## src/issue_pkg.sv

```systemverilog
package issue_pkg;

  //////////////////////////////////////////////////
  // lane steering classes.
  //////////////////////////////////////////////////

  // lane 0 takes branches, lane 1 takes memory ops.
  typedef enum logic [1:0] {
    PIPE_DONT_CARE = 2'd0,
    PIPE_BRANCH    = 2'd1,
    PIPE_MEMORY    = 2'd2
  } pipe_class_t;

  // also the id step per issued pair.
  localparam int NUM_LANES = 2;

endpackage

```

## src/cpu_isa_pkg.sv

```systemverilog
package cpu_isa_pkg;

  //////////////////////////////////////////////////
  // word widths.
  //////////////////////////////////////////////////

  localparam int INST_WIDTH    = 32;
  localparam int ADDR_WIDTH    = 16;
  localparam int INST_ID_WIDTH = 8;
  localparam int OPCODE_WIDTH  = 6;

  typedef logic [INST_WIDTH-1:0]    inst_t;
  typedef logic [ADDR_WIDTH-1:0]    addr_t;
  typedef logic [INST_ID_WIDTH-1:0] inst_id_t; // wraps around.
  typedef logic [OPCODE_WIDTH-1:0]  opcode_t;

  // opcode sits in the top bits of the word.
  localparam int OPCODE_MSB = INST_WIDTH - 1;
  localparam int OPCODE_LSB = INST_WIDTH - OPCODE_WIDTH;

  //////////////////////////////////////////////////
  // opcodes.
  //////////////////////////////////////////////////

  // group 00, register alu.
  localparam opcode_t OP_CODE_CMP   = 6'b001100;
  localparam opcode_t OP_CODE_TEST  = 6'b001101;

  // group 01, immediate alu.
  localparam opcode_t OP_CODE_CMPI  = 6'b011100;
  localparam opcode_t OP_CODE_TESTI = 6'b011101;

  localparam inst_t NOP_INSTRUCTION = '0;

endpackage
```

## src/dual_issue_stage.sv

```systemverilog
`timescale 1ns/1ps

module dual_issue_stage
  import cpu_isa_pkg::*;
(
  input  logic     clk,
  input  logic     reset,
  input  logic     stall,

  input  inst_t    fetch_instruction0,
  input  inst_t    fetch_instruction1,
  input  addr_t    fetch_pc0,
  input  addr_t    fetch_pc1,

  output logic     fetch_hold,
  output inst_t    lane0_instruction,
  output addr_t    lane0_pc,
  output inst_id_t lane0_id,
  output inst_t    lane1_instruction,
  output addr_t    lane1_pc,
  output inst_id_t lane1_id,
  output logic     slot1_older
);

  inst_id_t id0;
  inst_id_t id1;
  inst_t    steer_instruction0;
  inst_t    steer_instruction1;
  addr_t    steer_pc0;
  addr_t    steer_pc1;
  inst_id_t steer_id0;
  inst_id_t steer_id1;
  logic     steer_stall;
  logic     first;
  logic     advance;

  assign fetch_hold = stall | steer_stall;
  assign advance    = !stall && !steer_stall; // pair fully issued.

  instruction_id_counter u_id_counter (
    .clk     (clk),
    .reset   (reset),
    .advance (advance),
    .id0     (id0),
    .id1     (id1)
  );

  steer u_steer (
    .clk              (clk),
    .reset            (reset),
    .stall            (stall),
    .instruction0_in  (fetch_instruction0),
    .instruction1_in  (fetch_instruction1),
    .pc0_in           (fetch_pc0),
    .pc1_in           (fetch_pc1),
    .id0_in           (id0),
    .id1_in           (id1),
    .instruction0_out (steer_instruction0),
    .instruction1_out (steer_instruction1),
    .pc0_out          (steer_pc0),
    .pc1_out          (steer_pc1),
    .id0_out          (steer_id0),
    .id1_out          (steer_id1),
    .steer_stall      (steer_stall),
    .first            (first)
  );

  issue_latch u_issue_latch (
    .clk               (clk),
    .reset             (reset),
    .stall             (stall),
    .instruction0_in   (steer_instruction0),
    .instruction1_in   (steer_instruction1),
    .pc0_in            (steer_pc0),
    .pc1_in            (steer_pc1),
    .id0_in            (steer_id0),
    .id1_in            (steer_id1),
    .first             (first),
    .lane0_instruction (lane0_instruction),
    .lane0_pc          (lane0_pc),
    .lane0_id          (lane0_id),
    .lane1_instruction (lane1_instruction),
    .lane1_pc          (lane1_pc),
    .lane1_id          (lane1_id),
    .slot1_older       (slot1_older)
  );

endmodule

```

## src/issue_latch.sv

```systemverilog
`timescale 1ns/1ps

module issue_latch
  import cpu_isa_pkg::*;
(
  input  logic     clk,
  input  logic     reset,
  input  logic     stall,

  input  inst_t    instruction0_in,
  input  inst_t    instruction1_in,
  input  addr_t    pc0_in,
  input  addr_t    pc1_in,
  input  inst_id_t id0_in,
  input  inst_id_t id1_in,
  input  logic     first,

  output inst_t    lane0_instruction,
  output addr_t    lane0_pc,
  output inst_id_t lane0_id,
  output inst_t    lane1_instruction,
  output addr_t    lane1_pc,
  output inst_id_t lane1_id,
  output logic     slot1_older
);

  always_ff @(posedge clk) begin
    if (reset) begin
      lane0_instruction <= NOP_INSTRUCTION;
      lane0_pc          <= '0;
      lane0_id          <= '0;
      lane1_instruction <= NOP_INSTRUCTION;
      lane1_pc          <= '0;
      lane1_id          <= '0;
      slot1_older       <= 1'b0;
    end else if (!stall) begin
      lane0_instruction <= instruction0_in;
      lane0_pc          <= pc0_in;
      lane0_id          <= id0_in;
      lane1_instruction <= instruction1_in;
      lane1_pc          <= pc1_in;
      lane1_id          <= id1_in;
      slot1_older       <= first; // lane 1 holds the older op.
    end
  end

endmodule

```

## src/instruction_id_counter.sv

```systemverilog
`timescale 1ns/1ps

module instruction_id_counter
  import cpu_isa_pkg::*;
  import issue_pkg::*;
(
  input  logic     clk,
  input  logic     reset,
  input  logic     advance,
  output inst_id_t id0,
  output inst_id_t id1
);

  inst_id_t next_id;

  always_ff @(posedge clk) begin
    if (reset) begin
      next_id <= '0;
    end else if (advance) begin
      next_id <= next_id + inst_id_t'(NUM_LANES); // one id per lane.
    end
  end

  assign id0 = next_id;
  assign id1 = next_id + inst_id_t'(1); // wraps at 256.

endmodule

```

## src/steer.sv

```systemverilog
`timescale 1ns/1ps

module steer
  import cpu_isa_pkg::*;
  import issue_pkg::*;
(
  input  logic     clk,
  input  logic     reset,
  input  logic     stall,

  input  inst_t    instruction0_in,
  input  inst_t    instruction1_in,
  input  addr_t    pc0_in,
  input  addr_t    pc1_in,
  input  inst_id_t id0_in,
  input  inst_id_t id1_in,

  output inst_t    instruction0_out,
  output inst_t    instruction1_out,
  output addr_t    pc0_out,
  output addr_t    pc1_out,
  output inst_id_t id0_out,
  output inst_id_t id1_out,
  output logic     steer_stall,
  output logic     first
);

  pipe_class_t class0;
  pipe_class_t class1;
  logic        second_half; // inside the second cycle of a split.

  //////////////////////////////////////////////////
  // classify both slots.
  //////////////////////////////////////////////////

  pipe_classifier u_class0 (
    .opcode     (instruction0_in[OPCODE_MSB:OPCODE_LSB]),
    .pipe_class (class0)
  );

  pipe_classifier u_class1 (
    .opcode     (instruction1_in[OPCODE_MSB:OPCODE_LSB]),
    .pipe_class (class1)
  );

  always_ff @(posedge clk) begin
    if (reset) begin
      second_half <= 1'b0;
    end else if (!stall) begin
      second_half <= steer_stall;
    end
  end

  //////////////////////////////////////////////////
  // lane placement.
  //////////////////////////////////////////////////

  always_comb begin
    // straight through unless a rule below applies.
    instruction0_out = instruction0_in;
    instruction1_out = instruction1_in;
    pc0_out          = pc0_in;
    pc1_out          = pc1_in;
    id0_out          = id0_in;
    id1_out          = id1_in;
    steer_stall      = 1'b0;
    first            = 1'b0;

    case ({class0, class1})
      {PIPE_BRANCH, PIPE_BRANCH}: begin
        // both want lane 0, older goes first.
        instruction0_out = second_half ? instruction1_in : instruction0_in;
        pc0_out          = second_half ? pc1_in : pc0_in;
        id0_out          = second_half ? id1_in : id0_in;
        instruction1_out = NOP_INSTRUCTION;
        pc1_out          = '0;
        id1_out          = '0;
        steer_stall      = !second_half;
      end
      {PIPE_MEMORY, PIPE_MEMORY}: begin
        instruction0_out = NOP_INSTRUCTION;
        pc0_out          = '0;
        id0_out          = '0;
        instruction1_out = second_half ? instruction1_in : instruction0_in;
        pc1_out          = second_half ? pc1_in : pc0_in;
        id1_out          = second_half ? id1_in : id0_in;
        steer_stall      = !second_half;
        first            = 1'b1;
      end
      {PIPE_MEMORY, PIPE_BRANCH},
      {PIPE_MEMORY, PIPE_DONT_CARE},
      {PIPE_DONT_CARE, PIPE_BRANCH}: begin
        instruction0_out = instruction1_in; // swap lanes.
        instruction1_out = instruction0_in;
        pc0_out          = pc1_in;
        pc1_out          = pc0_in;
        id0_out          = id1_in;
        id1_out          = id0_in;
        first            = 1'b1;
      end
      default: begin
      end
    endcase
  end

endmodule

```

## src/pipe_classifier.sv

```systemverilog
`timescale 1ns/1ps

module pipe_classifier
  import cpu_isa_pkg::*;
  import issue_pkg::*;
(
  input  opcode_t     opcode,
  output pipe_class_t pipe_class
);

  always_comb begin
    pipe_class = PIPE_DONT_CARE;
    if (opcode == '0) begin
      pipe_class = PIPE_DONT_CARE; // nop.
    end else begin
      case (opcode[OPCODE_WIDTH-1 -: 2])
        2'b00: begin // add, sub...
          if (opcode == OP_CODE_CMP || opcode == OP_CODE_TEST) begin
            pipe_class = PIPE_BRANCH;
          end
        end
        2'b01: begin // addi, subi...
          if (opcode == OP_CODE_CMPI || opcode == OP_CODE_TESTI) begin
            pipe_class = PIPE_BRANCH;
          end
        end
        2'b10: begin
          pipe_class = PIPE_MEMORY; // loads and stores.
        end
        default: begin
          pipe_class = PIPE_BRANCH; // jumps.
        end
      endcase
    end
  end

endmodule

```

## config.mk

```make
export PLATFORM = sky130hd
export DESIGN_NAME = dual_issue_stage
export DESIGN_NICKNAME = d
export VERILOG_FILES = /design/src/issue_pkg.sv /design/src/cpu_isa_pkg.sv /design/src/dual_issue_stage.sv /design/src/issue_latch.sv /design/src/instruction_id_counter.sv /design/src/steer.sv /design/src/pipe_classifier.sv
export SDC_FILE = /design/constraint.sdc
export NUM_CORES = 1
export LEC_CHECK = 0
export ABC_CLOCK_PERIOD_IN_PS = 5400
export BUFFER_PORTS_ARGS = -buffer_cell sky130_fd_sc_hd__buf_2
export CORE_MARGIN = 8
export CORE_UTILIZATION = 55
export CTS_CLUSTER_DIAMETER = 120
export DETAILED_ROUTE_END_ITERATION = 6
export PLACE_DENSITY = 0.86
export SKIP_LAST_GASP = 1
export SYNTH_ARGS = -nofsm -noshare
export SYNTH_HDL_FRONTEND = slang
export SYNTH_SLANG_ARGS = --single-unit
```

## constraint.sdc

```tcl
create_clock -name clk -period 5.4 [get_ports clk]
set_input_delay 0.81 -clock clk [delete_from_list [all_inputs] [get_ports clk]]
set_output_delay 0.81 -clock clk [all_outputs]
set_load 0.02 [all_outputs]
```

==> impl_metrics.csv <==
group,metric,value,unit
placement,dpl-instance-area,7380,um^2
layout,area_growth_syn_to_layout,23.8,%
global_route,antenna_found_initial,0,
run_status,run_status,"finished clean",
flow_run,max_cap_violations,0,
die,placement_rows,39,
clocking,cts.htree.levels,4,
clocking,cts_buffer_depth,2,
detailed_routing,route.final.wire_length,20300,um
layout,fraction_of_final_layout_cells_sized_beyond_drive_strength_1,33.0,%
worst_setup_path,worst_r2r_path_depth,5,
sta,final_hold_viol_count,0,
logic_synthesis,synth_sequential_area_ratio,38.1,%
placement,post-place-cells,1020,
sta,setup_tns,0,ns
power,leakage_component_of_the_power,3.30,nW
placement,dpl_worst_slack,2.15,ns
logic_synthesis,synth.avg_cell_area,8.58,um^2
worst_setup_path,r2r-start,"u_steer.second_half",
die,ioPinCount,213,
sta,max_slew.worst_pin.slew,1.09,ns
global_route,grt_max_degree,137,
clocking,cts_made_buffers,17,
placement,detailedPlacementHpwl,13000,um
logic_synthesis,netlist.top_cell.by_area,"sky130_fd_sc_hd__dfxtp_1",
die,floorplan.die.height,123,um
worst_setup_path,crit_path_cell_trace,"buf_2 -> nand2b_2 -> buf_4 -> nor2_4 -> o31a_1 -> buf_2",
die,core,11400,um^2
clocking,cts_tree,"yes",
sta,final.setup_skew,0.00683,ns
worst_setup_path,cpMostUsedCell,"sky130_fd_sc_hd__buf_2",
detailed_routing,first_iter_violations,844,
detailed_routing,vias_per_cell,6.35,
sta,timing.final.max_slew_violations,0,
logic_synthesis,cell_area_after_synthesis,6350,um^2
sta,fin_crit_sh,57.2,%
worst_setup_path,worst-r2r-setup-slack,3.09,ns
layout,final_nets,996,
worst_setup_path,critical_path.slowest_cell,"sky130_fd_sc_hd__buf_4",
clocking,postCtsSetupRepairBufs,0,
logic_synthesis,synthFlopType,"sky130_fd_sc_hd__dfxtp_1",
clocking,tritoncts_num_sinks,121,
layout,most_common_cell_after_layout_fill_and_taps_aside,"sky130_fd_sc_hd__buf_2",
worst_setup_path,crit_path_end,"fetch_hold",
logic_synthesis,synth_top_cells_by_area,"sky130_fd_sc_hd__dfxtp_1 (38%), sky130_fd_sc_hd__a221oi_1 (19%), sky130_fd_sc_hd__mux2_2 (8.2%)",
worst_setup_path,cp-startpoint,"fetch_instruction0[30]",
logic_synthesis,ys_ff_latch,121,
layout,leading_cell_types_in_the_layout_fill_and_taps_excluded,"sky130_fd_sc_hd__buf_2 (210), sky130_fd_sc_hd__a221oi_1 (139), sky130_fd_sc_hd__dfxtp_1 (120), sky130_fd_sc_hd__inv_1 (96), sky130_fd_sc_hd__a21oi_1 (57)",
detailed_routing,drt_first_pass_iters,5,
logic_synthesis,postSynthCellCount,741,
die,design.die.area,15200,um^2
clocking,post_cts_hold_buffer_count,0,
global_route,grt_pass1_wl,31300,um
sta,fmax,323,MHz
placement,globalplace.congestion,0.863,
clocking,clkTransAtPathRegs,0.05,ns
placement,number_of_port_buffers,212,
sta,slew_headroom,27.1,%
sta,final-setup-viol-count,0,
worst_setup_path,worst_ep_arrival_time,2.28,ns
logic_synthesis,synth.net_count,841,
clocking,clockRootBuffer,"sky130_fd_sc_hd__clkbuf_16",
layout,final_instance_area,7870,um^2
logic_synthesis,post_synth_num_cell_types,44,
worst_setup_path,critical_register_to_register_path_endpoint,"u_id_counter.id0[6]",
layout,final-instance-count-excl-fill,1049,
detailed_routing,ant_nets,0,
global_route,grt_pass1_vias,6222,
sta,fin_worst_hold_slack,0.466,ns
global_route,globalRoute.totalOverflow,0,
worst_setup_path,critical_path_peak_fanout,51,
logic_synthesis,async_reset_ff_share,0,%
clocking,worstSkewPairLatency,0.41,ns
worst_setup_path,worst_setup_path_end_kind,"output pin",
global_route,gr-usage-all-layers,25.5,%
sta,smallest_setup_slack_after_layout,2.31,ns
worst_setup_path,startpoint_class,"input port",
power,worst_ir_drop_vdd,0.222,mV
power,power_density,314,nW/um^2
logic_synthesis,number_of_enable_type_register_cells_in_the_synthesized_netlist,0,
logic_synthesis,synth-warning-count,0,
clocking,postCtsResizedCells,0,
detailed_routing,wire_per_inst,19.4,um
die,die_w,123,um
detailed_routing,remaining_drc_errors,0,
die,initial_core_util,55.9,%
layout,antenna_cells_inserted,0,
worst_setup_path,setup.worst_path.class,"in2out",
logic_synthesis,synth_top_area_share,38.1,%
detailed_routing,vias,6659,
worst_setup_path,cp.required,4.59,ns
worst_setup_path,crit_path_max_incr_delay,0.53,ns
sta,grt_setup_unrepaired,"false",
sta,fin_crit,3.09,ns
hold_path,hp-class,"reg2reg",
## worst max-delay path: cells and delay by family
family / cells / cell delay, ns
AO/OA/AOI/OAI: 1 / 0.36
buffers and inverters: 3 / 0.88
AND/OR/NAND/NOR: 2 / 0.20
## per-stage QoR
step	total power, W	util [%]
2_1_floorplan	0.00134	-
3_3_place_gp	0.00151	64.9
3_5_place_dp	0.00152	64.9
4_1_cts	0.00247	69.2
5_1_grt	0.00257	69.2
6_report	0.00247	69.2
## synth_stat cells (2+ instances only)
| master | n |
|---|---|
| sky130_fd_sc_hd__a21oi_1 | 58 |
| sky130_fd_sc_hd__buf_1 | 8 |
| sky130_fd_sc_hd__nor2_1 | 27 |
| sky130_fd_sc_hd__o21ai_0 | 7 |
| sky130_fd_sc_hd__nand3_1 | 2 |
| sky130_fd_sc_hd__nor2b_1 | 9 |
| sky130_fd_sc_hd__buf_2 | 14 |
| sky130_fd_sc_hd__a22oi_1 | 14 |
| sky130_fd_sc_hd__nand2b_1 | 4 |
| sky130_fd_sc_hd__nor3_1 | 3 |
| sky130_fd_sc_hd__a211oi_1 | 3 |
| sky130_fd_sc_hd__dfxtp_1 | 121 |
| sky130_fd_sc_hd__o22ai_1 | 2 |
| sky130_fd_sc_hd__inv_1 | 96 |
| sky130_fd_sc_hd__mux2i_1 | 2 |
| sky130_fd_sc_hd__nor4bb_1 | 2 |
| sky130_fd_sc_hd__clkbuf_1 | 61 |
| sky130_fd_sc_hd__nand2_1 | 53 |
| sky130_fd_sc_hd__a32oi_1 | 45 |
| sky130_fd_sc_hd__a221oi_1 | 139 |
| sky130_fd_sc_hd__and2_1 | 2 |
| sky130_fd_sc_hd__mux2_2 | 46 |
| sky130_fd_sc_hd__or3_1 | 2 |
## power breakdown
part / total (W) / leakage, nW / internal, W / switching, W
Sequential: 0.000997 / 1.00 / 0.000958 / 0.0000389
Clock: 0.000958 / 0.243 / 0.000584 / 0.000373
Combinational: 0.000512 / 2.06 / 0.000192 / 0.000321
## state kept, by name (all words and copies together), names as in the netlist
register / cells
u_issue_latch.lane0_pc: 16
u_steer.second_half: 1
u_issue_latch.slot1_older: 1
u_issue_latch.lane1_pc: 16
u_issue_latch.lane1_id: 8
u_id_counter.id0: 7
u_issue_latch.lane1_instruction: 32
u_issue_latch.lane0_id: 8
u_issue_latch.lane0_instruction: 32
## per-layer routing
metal	vias to the layer above	GRT usage, %	routed length, um
li1	3135	-	-
met1	3178	31.5	8440
met2	315	41.5	9630
met3	31	7.67	1920
met4	0	8.80	329
met5	-	0	0
## how the worst min path moves through the flow
| stage | to | cells after the start | startpoint |
|---|---|---|---|
| after detailed placement | u_issue_latch.lane1_instruction[6] | 2 | u_issue_latch.lane1_instruction[6] |
| after floorplan | u_id_counter.id0[6] | 2 | u_id_counter.id0[6] |
| final | u_issue_latch.lane0_instruction[31] | 2 | u_issue_latch.lane0_instruction[31] |
| after global placement | u_issue_latch.lane0_instruction[31] | 2 | u_issue_latch.lane0_instruction[31] |
| after CTS | u_issue_latch.lane1_instruction[6] | 2 | u_issue_latch.lane1_instruction[6] |
| after global routing | u_issue_latch.lane1_instruction[6] | 2 | u_issue_latch.lane1_instruction[6] |
## layout make-up
| type | count | area [um^2] |
|---|---|---|
| clock buffers | 24 | 462 |
| clock inverters | 5 | 25.0 |
| fillers | 931 | 3500 |
| inverters | 96 | 360 |
| multi-input cells | 440 | 3290 |
| flip-flops and latches | 121 | 2420 |
| well taps | 143 | 179 |
| repair buffers | 220 | 1130 |
## cells by family (layout without fill, tap and decap cells)
logic type	after synthesis	in the layout	share of synthesized area, %
AOI/OAI and AO/OA	278	278	33.9
and+or+nand+nor	112	112	8.15
buffers and inverters	180	345	11.0
xor gates and xnor gates	1	1	0.138
muxes	48	48	8.47
adders and majority gates	1	1	0.197
DFF	121	121	38.1
(Power assumes the default switching activity.)
